[src/hw/lmfe_pkg.sv]
package lmfe_pkg;

	typedef logic [7:0] pixel_t;

	localparam pixel_t PIXEL_MAX = 8'hff; // fills empty sorter slots

	// sized for the largest supported image width and window
	localparam int MAX_W_BITS = 10;
	localparam int WIN_BITS = 4;

	typedef struct packed {
		logic clear;
		logic insert;
		logic delete;
		pixel_t value;
	} sort_cmd_t;

	typedef struct packed {
		logic en;
		logic [WIN_BITS-1:0] row_slot; // image row modulo WIN
		logic [MAX_W_BITS-1:0] col;
	} lb_wr_t;

endpackage
[src/hw/lmfe_top.sv]
`timescale 1ns/10ps

module lmfe_top #(
	parameter int WIN = 7,
	parameter int IMG_W = 16,
	parameter int IMG_H = 16
) (
	input logic clk,
	input logic rst,
	input logic in_en,
	input lmfe_pkg::pixel_t din,
	output logic busy,
	output logic out_valid,
	output lmfe_pkg::pixel_t dout
);

	lmfe_pkg::lb_wr_t wr;
	lmfe_pkg::pixel_t wr_data;
	lmfe_pkg::pixel_t rd_data;
	logic [lmfe_pkg::WIN_BITS-1:0] rd_slot;
	logic [lmfe_pkg::MAX_W_BITS-1:0] rd_col;
	lmfe_pkg::sort_cmd_t cmd;

	window_sequencer #(
		.WIN(WIN),
		.IMG_W(IMG_W),
		.IMG_H(IMG_H)
	) u_seq (
		.clk(clk),
		.rst(rst),
		.in_en(in_en),
		.din(din),
		.busy(busy),
		.out_valid(out_valid),
		.wr(wr),
		.wr_data(wr_data),
		.rd_slot(rd_slot),
		.rd_col(rd_col),
		.rd_data(rd_data),
		.cmd(cmd)
	);

	line_buffer #(
		.WIN(WIN),
		.IMG_W(IMG_W)
	) u_lbuf (
		.clk(clk),
		.wr(wr),
		.wr_data(wr_data),
		.rd_slot(rd_slot),
		.rd_col(rd_col),
		.rd_data(rd_data)
	);

	running_median #(
		.WIN(WIN)
	) u_med (
		.clk(clk),
		.rst(rst),
		.cmd(cmd),
		.median(dout) // middle of the sorted window
	);

endmodule

[src/hw/window_sequencer.sv]
`timescale 1ns/10ps

module window_sequencer #(
	parameter int WIN = 7,
	parameter int IMG_W = 16,
	parameter int IMG_H = 16
) (
	input logic clk,
	input logic rst,
	input logic in_en,
	input lmfe_pkg::pixel_t din,
	output logic busy,
	output logic out_valid,
	output lmfe_pkg::lb_wr_t wr,
	output lmfe_pkg::pixel_t wr_data,
	output logic [lmfe_pkg::WIN_BITS-1:0] rd_slot,
	output logic [lmfe_pkg::MAX_W_BITS-1:0] rd_col,
	input lmfe_pkg::pixel_t rd_data,
	output lmfe_pkg::sort_cmd_t cmd
);

	localparam int R = (WIN - 1) / 2;
	localparam int SLOT_W = lmfe_pkg::WIN_BITS;
	localparam int COL_W = lmfe_pkg::MAX_W_BITS;
	localparam logic [COL_W-1:0] LAST_COL = COL_W'(IMG_W - 1);
	localparam logic [COL_W-1:0] LAST_ROW = COL_W'(IMG_H - 1);
	localparam logic [COL_W-1:0] FIRST_OUT = COL_W'(R); // input row that completes output row 0
	localparam logic [SLOT_W-1:0] K_LAST = SLOT_W'(WIN - 1);

	typedef enum logic [1:0] {ST_ACCEPT, ST_FILL, ST_SLIDE, ST_DONE} state_t;
	typedef enum logic [1:0] {OP_NONE, OP_CLR, OP_INS, OP_DEL} op_t;

	state_t state;
	logic [COL_W-1:0] in_row;
	logic [COL_W-1:0] in_col;
	logic in_last; // whole frame is in the line buffer
	logic [COL_W-1:0] out_row;
	logic [COL_W-1:0] out_col;
	logic [SLOT_W-1:0] k; // window row
	logic [SLOT_W-1:0] j; // window column, fill only
	logic phase;
	logic accept;
	op_t op;
	op_t op_q;
	logic pad;
	logic pad_q;
	logic px_last;
	logic last_q;
	int smp_row;
	int smp_col;

	assign busy = (state != ST_ACCEPT);
	assign accept = in_en && !busy;

	always_comb begin
		wr.en = accept;
		wr.row_slot = SLOT_W'(in_row % WIN);
		wr.col = in_col;
	end

	assign wr_data = din;

	// issue stage: pick the op and the sample it needs
	always_comb begin
		op = OP_NONE;
		smp_col = 0;
		px_last = 1'b0;
		case (state)
			ST_FILL: begin
				op = phase ? OP_INS : OP_CLR;
				smp_col = int'(j) - R;
				px_last = phase && (k == K_LAST) && (j == K_LAST);
			end
			ST_SLIDE: begin
				op = phase ? OP_INS : OP_DEL;
				smp_col = phase ? int'(out_col) + R : int'(out_col) - R - 1;
				px_last = phase && (k == K_LAST);
			end
			default: begin
			end
		endcase
		smp_row = int'(out_row) + int'(k) - R;
		pad = (op != OP_INS && op != OP_DEL) || smp_row < 0 || smp_row >= IMG_H
			|| smp_col < 0 || smp_col >= IMG_W;
	end

	assign rd_slot = pad ? '0 : SLOT_W'(smp_row % WIN);
	assign rd_col = pad ? '0 : COL_W'(smp_col);

	always_ff @(posedge clk) begin
		pad_q <= pad;
	end

	// command stage, one cycle behind the read
	always_comb begin
		cmd.clear = (op_q == OP_CLR);
		cmd.insert = (op_q == OP_INS);
		cmd.delete = (op_q == OP_DEL);
		cmd.value = pad_q ? '0 : rd_data;
	end

	always_ff @(posedge clk or posedge rst) begin
		if (rst) begin
			state <= ST_ACCEPT;
			in_row <= '0;
			in_col <= '0;
			in_last <= 1'b0;
			out_row <= '0;
			out_col <= '0;
			k <= '0;
			j <= '0;
			phase <= 1'b0;
			op_q <= OP_NONE;
			last_q <= 1'b0;
			out_valid <= 1'b0;
		end else begin
			op_q <= op;
			last_q <= px_last;
			out_valid <= last_q;
			case (state)
				ST_ACCEPT: begin
					if (accept && in_col == LAST_COL) begin
						in_col <= '0;
						in_row <= (in_row == LAST_ROW) ? '0 : in_row + 1'b1;
						if (in_row == LAST_ROW) begin
							in_last <= 1'b1;
						end
						if (in_row >= FIRST_OUT || in_row == LAST_ROW) begin
							state <= ST_FILL;
						end
					end else if (accept) begin
						in_col <= in_col + 1'b1;
					end
				end
				ST_FILL, ST_SLIDE: begin
					if (px_last) begin
						phase <= 1'b0;
						k <= '0;
						j <= '0;
						if (out_col == LAST_COL) begin
							state <= ST_DONE;
						end else begin
							out_col <= out_col + 1'b1;
							state <= ST_SLIDE;
						end
					end else if (state == ST_FILL && !phase) begin
						phase <= 1'b1; // clear issued
					end else if (k == K_LAST) begin
						k <= '0;
						if (state == ST_FILL) begin
							j <= j + 1'b1;
						end else begin
							phase <= 1'b1;
						end
					end else begin
						k <= k + 1'b1;
					end
				end
				ST_DONE: begin
					// hold until the row's last result is out
					if (out_valid) begin
						out_col <= '0;
						if (out_row == LAST_ROW) begin
							out_row <= '0;
							in_last <= 1'b0;
							state <= ST_ACCEPT;
						end else begin
							out_row <= out_row + 1'b1;
							state <= in_last ? ST_FILL : ST_ACCEPT;
						end
					end
				end
				default: begin
					state <= ST_ACCEPT;
				end
			endcase
		end
	end

	a_one_cmd: assert property (@(posedge clk) disable iff (rst)
		$onehot0({cmd.clear, cmd.insert, cmd.delete}));

	a_valid_busy: assert property (@(posedge clk) disable iff (rst)
		out_valid |-> busy);

endmodule

[src/hw/running_median.sv]
`timescale 1ns/10ps

module running_median #(
	parameter int WIN = 7
) (
	input logic clk,
	input logic rst,
	input lmfe_pkg::sort_cmd_t cmd,
	output lmfe_pkg::pixel_t median
);

	localparam int N = WIN * WIN;
	localparam int MID = (N - 1) / 2;
	localparam int CNT_W = $clog2(N + 1);
	localparam logic [CNT_W-1:0] FULL = CNT_W'(N);

	lmfe_pkg::pixel_t list [N];
	lmfe_pkg::pixel_t list_nxt [N];
	logic [CNT_W-1:0] count;
	logic [N-1:0] above; // slot at or past the insert point
	logic [N-1:0] above_prev;
	logic [N-1:0] at_or_above; // slot at or past the entry to delete

	always_comb begin
		for (int i = 0; i < N; i++) begin
			above[i] = (CNT_W'(i) >= count) || (list[i] > cmd.value);
			at_or_above[i] = (CNT_W'(i) >= count) || (list[i] >= cmd.value);
		end
	end

	assign above_prev = above << 1;

	always_comb begin
		for (int i = 0; i < N; i++) begin
			if (cmd.clear) begin
				list_nxt[i] = lmfe_pkg::PIXEL_MAX;
			end else if (cmd.insert && above[i]) begin
				// first slot above the value takes it, the rest move up
				list_nxt[i] = above_prev[i] ? list[(i == 0) ? 0 : i - 1] : cmd.value;
			end else if (cmd.delete && at_or_above[i]) begin
				list_nxt[i] = (i == N - 1) ? lmfe_pkg::PIXEL_MAX : list[(i == N - 1) ? i : i + 1];
			end else begin
				list_nxt[i] = list[i];
			end
		end
	end

	always_ff @(posedge clk) begin
		list <= list_nxt;
	end

	always_ff @(posedge clk or posedge rst) begin
		if (rst) begin
			count <= '0;
		end else if (cmd.clear) begin
			count <= '0;
		end else if (cmd.insert) begin
			count <= count + 1'b1;
		end else if (cmd.delete) begin
			count <= count - 1'b1;
		end
	end

	assign median = list[MID];

	a_no_overflow: assert property (@(posedge clk) disable iff (rst)
		cmd.insert |-> count < FULL);

	a_no_underflow: assert property (@(posedge clk) disable iff (rst)
		cmd.delete |-> count != '0);

endmodule

[src/hw/line_buffer.sv]
`timescale 1ns/10ps

module line_buffer #(
	parameter int WIN = 7,
	parameter int IMG_W = 16
) (
	input logic clk,
	input lmfe_pkg::lb_wr_t wr,
	input lmfe_pkg::pixel_t wr_data,
	input logic [lmfe_pkg::WIN_BITS-1:0] rd_slot,
	input logic [lmfe_pkg::MAX_W_BITS-1:0] rd_col,
	output lmfe_pkg::pixel_t rd_data
);

	localparam int DEPTH = WIN * IMG_W;
	localparam int AW = $clog2(DEPTH);

	lmfe_pkg::pixel_t mem [DEPTH];
	logic [AW-1:0] wr_addr;
	logic [AW-1:0] rd_addr;

	// rows sit back to back, one IMG_W stretch per slot
	assign wr_addr = AW'(wr.row_slot * IMG_W + wr.col);
	assign rd_addr = AW'(rd_slot * IMG_W + rd_col);

	always_ff @(posedge clk) begin
		if (wr.en) begin
			mem[wr_addr] <= wr_data;
		end
		rd_data <= mem[rd_addr]; // registered read
	end

	a_wr_range: assert property (@(posedge clk)
		wr.en |-> (wr.col < IMG_W) && (wr.row_slot < WIN));

	// the sequencer parks the read address in range while idle
	a_rd_range: assert property (@(posedge clk)
		(rd_col < IMG_W) && (rd_slot < WIN));

endmodule

[config.mk]
export PLATFORM = sky130hd
export DESIGN_NAME = lmfe_top
export DESIGN_NICKNAME = d
export VERILOG_FILES = /design/src/hw/lmfe_pkg.sv /design/src/hw/lmfe_top.sv /design/src/hw/window_sequencer.sv /design/src/hw/running_median.sv /design/src/hw/line_buffer.sv
export SDC_FILE = /design/constraint.sdc
export NUM_CORES = 2
export LEC_CHECK = 0
export ABC_AREA = 1
export BUFFER_PORTS_ARGS = -buffer_cell sky130_fd_sc_hd__buf_2
export CAP_MARGIN = 0
export CORE_MARGIN = 10
export CORE_UTILIZATION = 23
export CTS_CLUSTER_SIZE = 30
export DETAILED_ROUTE_END_ITERATION = 7
export GPL_ROUTABILITY_DRIVEN = 0
export GPL_TIMING_DRIVEN = 0
export PLACE_DENSITY = 0.38
export SETUP_SLACK_MARGIN = 0.3
export SYNTH_ARGS = -nofsm -noshare
export SYNTH_HDL_FRONTEND = slang
export SYNTH_SLANG_ARGS = --single-unit
[constraint.sdc]
create_clock -name clk -period 7.4 [get_ports clk]
set_clock_uncertainty 0.1 [all_clocks]
set_input_delay 0.37 -clock clk [delete_from_list [all_inputs] [get_ports clk]]
set_output_delay 0.37 -clock clk [all_outputs]
set_load 0.05 [all_outputs]
==> impl_metrics.tcl <==
set metrics [dict create \
    end_kind "flip-flop" \
    fin_util_pct 28.4 \
    crit_top_cell "nand2_1" \
    seq_area_frac_synth_pct 49.8 \
    ant_nets 0 \
    firstDrtPassIters 6 \
    grt_max_degree 85 \
    setup_viol 8 \
    final.period_utilization_pct 104 \
    grt_pass1_wl_um 444000 \
    cts_tree "built" \
    area_growth_syn_to_layout_pct 22.9 \
    drv_slew 49 \
    timing.hold.ws_ns 0.0266 \
    synth_top_family_by_area "compound AO/OA/AOI/OAI gates" \
    power.total_mw 25.1 \
    finalNonFillerCells 12900 \
    cts.clk_slew.worst_paths_ns 0.06 \
    cts_buffers 172 \
    critPathMaxStageDelay_ns 0.61 \
    layout-drive-gt1-share_pct 11.8 \
    clock_path_buffers 4 \
    die_w_um 585 \
    yosysTopAreaCell "edfxtp_1" \
    drc_errors 0 \
    tightest_slew_ns 1.54 \
    dp_cells 12400 \
    die-area_um2 342000 \
    start_util_pct 23.1 \
    synth-warning-count 0 \
    synth.area.top_cells "edfxtp_1, dfxtp_1, nand2_1, ha_1, o21ai_0" \
    fin_ws_ns -0.281 \
    synth-simple-area-share_pct 15.9 \
    required_ns 7.98 \
    wirelength_um 310000 \
    crit_arrival_ns 8.26 \
    track_usage_pct 17.3 \
    yosys-top-cells-count "nand2_1, edfxtp_1, o21ai_0" \
    ios 21 \
    synth_flop_cell "edfxtp_1" \
    die-height_um 585 \
    viasPerCell 5.00 \
    power.leakage_nw 34.1 \
    syn_inst 8134 \
    ys_ff_latch 1359 \
    post-dp-hpwl_um 219000 \
    cts_root_buf "clkbuf_16" \
    cts-htree-levels 4 \
    r2r_cells 32 \
    critPathKind "reg -> reg" \
    wl_per_cell_um 24.0 \
    grt_pass1_vias 63000 \
    async_flop_share_pct 4.56 \
    synth_most_common_cell "nand2_1" \
    startpoint_type "flip-flop" \
    core_um2 318000 \
    synth_compound_area_share_pct 20.0 \
    drv_cap 5 \
    relSlewSlack_pct -3.18 \
    synthAdderAreaFrac_pct 7.47 \
    antenna_found_initial 14 \
    worstSetupEndpoint "u_lbuf.rd_data[3]" \
    grt-ovfl-total 0 \
    violations "max-capacitance violations, max-slew violations, negative setup slack" \
    max_freq_ghz 0.130 \
    regToRegSetupSlack_ns -0.28 \
    yosys.area.top_type_share_pct 36.7 \
    period_needed_ns 7.68 \
    vdd_ir_drop_max_mv 0.182 \
    drt-initial-drc-count 5259 \
    hold_viol_final 0 \
    path_max_fanout 10 \
    insertion_delay_ns 0.89 \
    via_count 64600 \
    rows 207 \
    rsz0062_at_grt "true" \
    crit_start "u_seq.out_col[4]" \
    status "finished, violations left" \
    tns_ns -1.95 \
    synthXorXnorAreaFrac_pct 0.546 \
    syn_avg_cell_area_um2 9.01 \
    crit-reg2reg-capture "u_lbuf.rd_data[3]" \
    cts.sinks 1359 \
    numPortBuffers 20 \
    nets 9048 \
    synthMuxAreaShare_pct 0.0819 \
    cpMaxStageDelayCell "o311ai_1" \
    p_per_area_nw_per_um2 279 \
    timing.rr.start "u_seq.out_col[4]" \
    yosysUniqueCellTypes 68 \
    syn_area_um2 73300 \
    synth_edf_count 896 \
    hold_class "in -> reg" \
]
power by group:
part	internal (mW)	total (mW)	switching, mW
Combinational	2.28	6.96	4.68
Clock	5.11	8.66	3.54
Sequential	8.80	9.52	0.722
Total	16.2	25.1	8.94
worst max-delay path, delay by kind of cell (launching register included):
family	cells	cell delay, ns
buf+inv	8	1.83
fa+ha+maj	1	0.31
flops	1	0.45
compound gates	6	1.31
simple gates	16	3.19
xor+xnor	1	0.28
placed cells by master, fill, tap and decap left out, types with 24 or more instances in the layout:
cell          n
a21oi_1     572
a31oi_1      24
a32o_1       77
buf_12       90
buf_2        27
buf_4        93
buf_6        74
clkbuf_1    346
clkbuf_16   179
clkbuf_2     38
clkinv_1     80
clkinv_2     29
dfrtp_1      59
dfxtp_1     401
edfxtp_1    896
ha_1        420
inv_1       694
nand2_1    1470
nand2_2      59
nand2_4      31
nand3_1     351
nand3_4      24
nand4_1     108
nor2_1      395
nor2_2       28
nor2_4      103
nor3_1       39
o211ai_1    426
o21ai_0     815
o221ai_1    147
o22ai_1     227
or2_2        36
cell type report:
class                           instances  area, um^2
Sequential cell                      1359       36500
Tap cell                             4180        5230
Buffer                                408        1810
Timing Repair Buffer                  291        3940
Inverter                              776        2940
Antenna cell                            6        15.0
Clock inverter                         87         951
Multi-Input combinational cell       5593       34000
Fill cell                           33600      227000
Clock buffer                          223        4710
sequential cells by signal, indices dropped and copies added (netlist names), 8 cells and up:
signal,count
u_lbuf.mem,896
u_med.median,8
u_seq.in_col,10
u_seq.in_row,10
u_seq.out_row,10
u_med.list,384
u_seq.out_col,10
u_lbuf.rd_data,8
worst min path at each step:
stage | from | end | slack (ns) | cells after the start
6_report | din[6] | u_lbuf.mem[87][6] | 0.03 | 1
4_1_cts | din[6] | u_lbuf.mem[87][6] | 0.01 | 1
5_1_grt | din[6] | u_lbuf.mem[87][6] | 0.06 | 1
3_3_place_gp | u_seq.last_q | u_seq.out_valid | 0.23 | 0
2_1_floorplan | u_seq.last_q | u_seq.out_valid | 0.23 | 0
3_5_place_dp | u_seq.last_q | u_seq.out_valid | 0.24 | 0
routing by layer:
layer	global-route usage [%]	up-vias	wire [um]
li1	-	30300	-
met1	22.7	31800	135000
met2	29.9	2021	149000
met3	2.11	469	16000
met4	5.15	2	9910
met5	0	-	12
per-stage QoR:
stage	setup WS, ns	area [um^2]
floorplan	0.301	73400
global route	-0.797	90100
global placement	-1.99	78700
finish	-0.281	90100
detailed placement	-1.75	79300
CTS	-0.252	88600
kinds of logic (layout without fill, tap and decap cells):
family	count (synthesis)	count (layout)
compound gates	2407	2407
xor+xnor	44	44
fa+ha+maj	436	436
buf+inv	1184	1785
flops	1359	1359
mux	6	6
other cells	1	8
simple gates	2697	2698
repair_timing:
| item | in CTS | in global routing |
|---|---|---|
| hold buffers | 10 | 0 |
| resized for setup | 346 | 208 |
| hold endpoints to repair | 297 | 0 |
| endpoints found under the setup margin | 904 | 904 |
| setup buffers | 196 | 40 |
| gates cloned | 3 | 1 |
| pin swaps | 181 | 176 |
No activity file was read; power rests on OpenSTA's default activity.
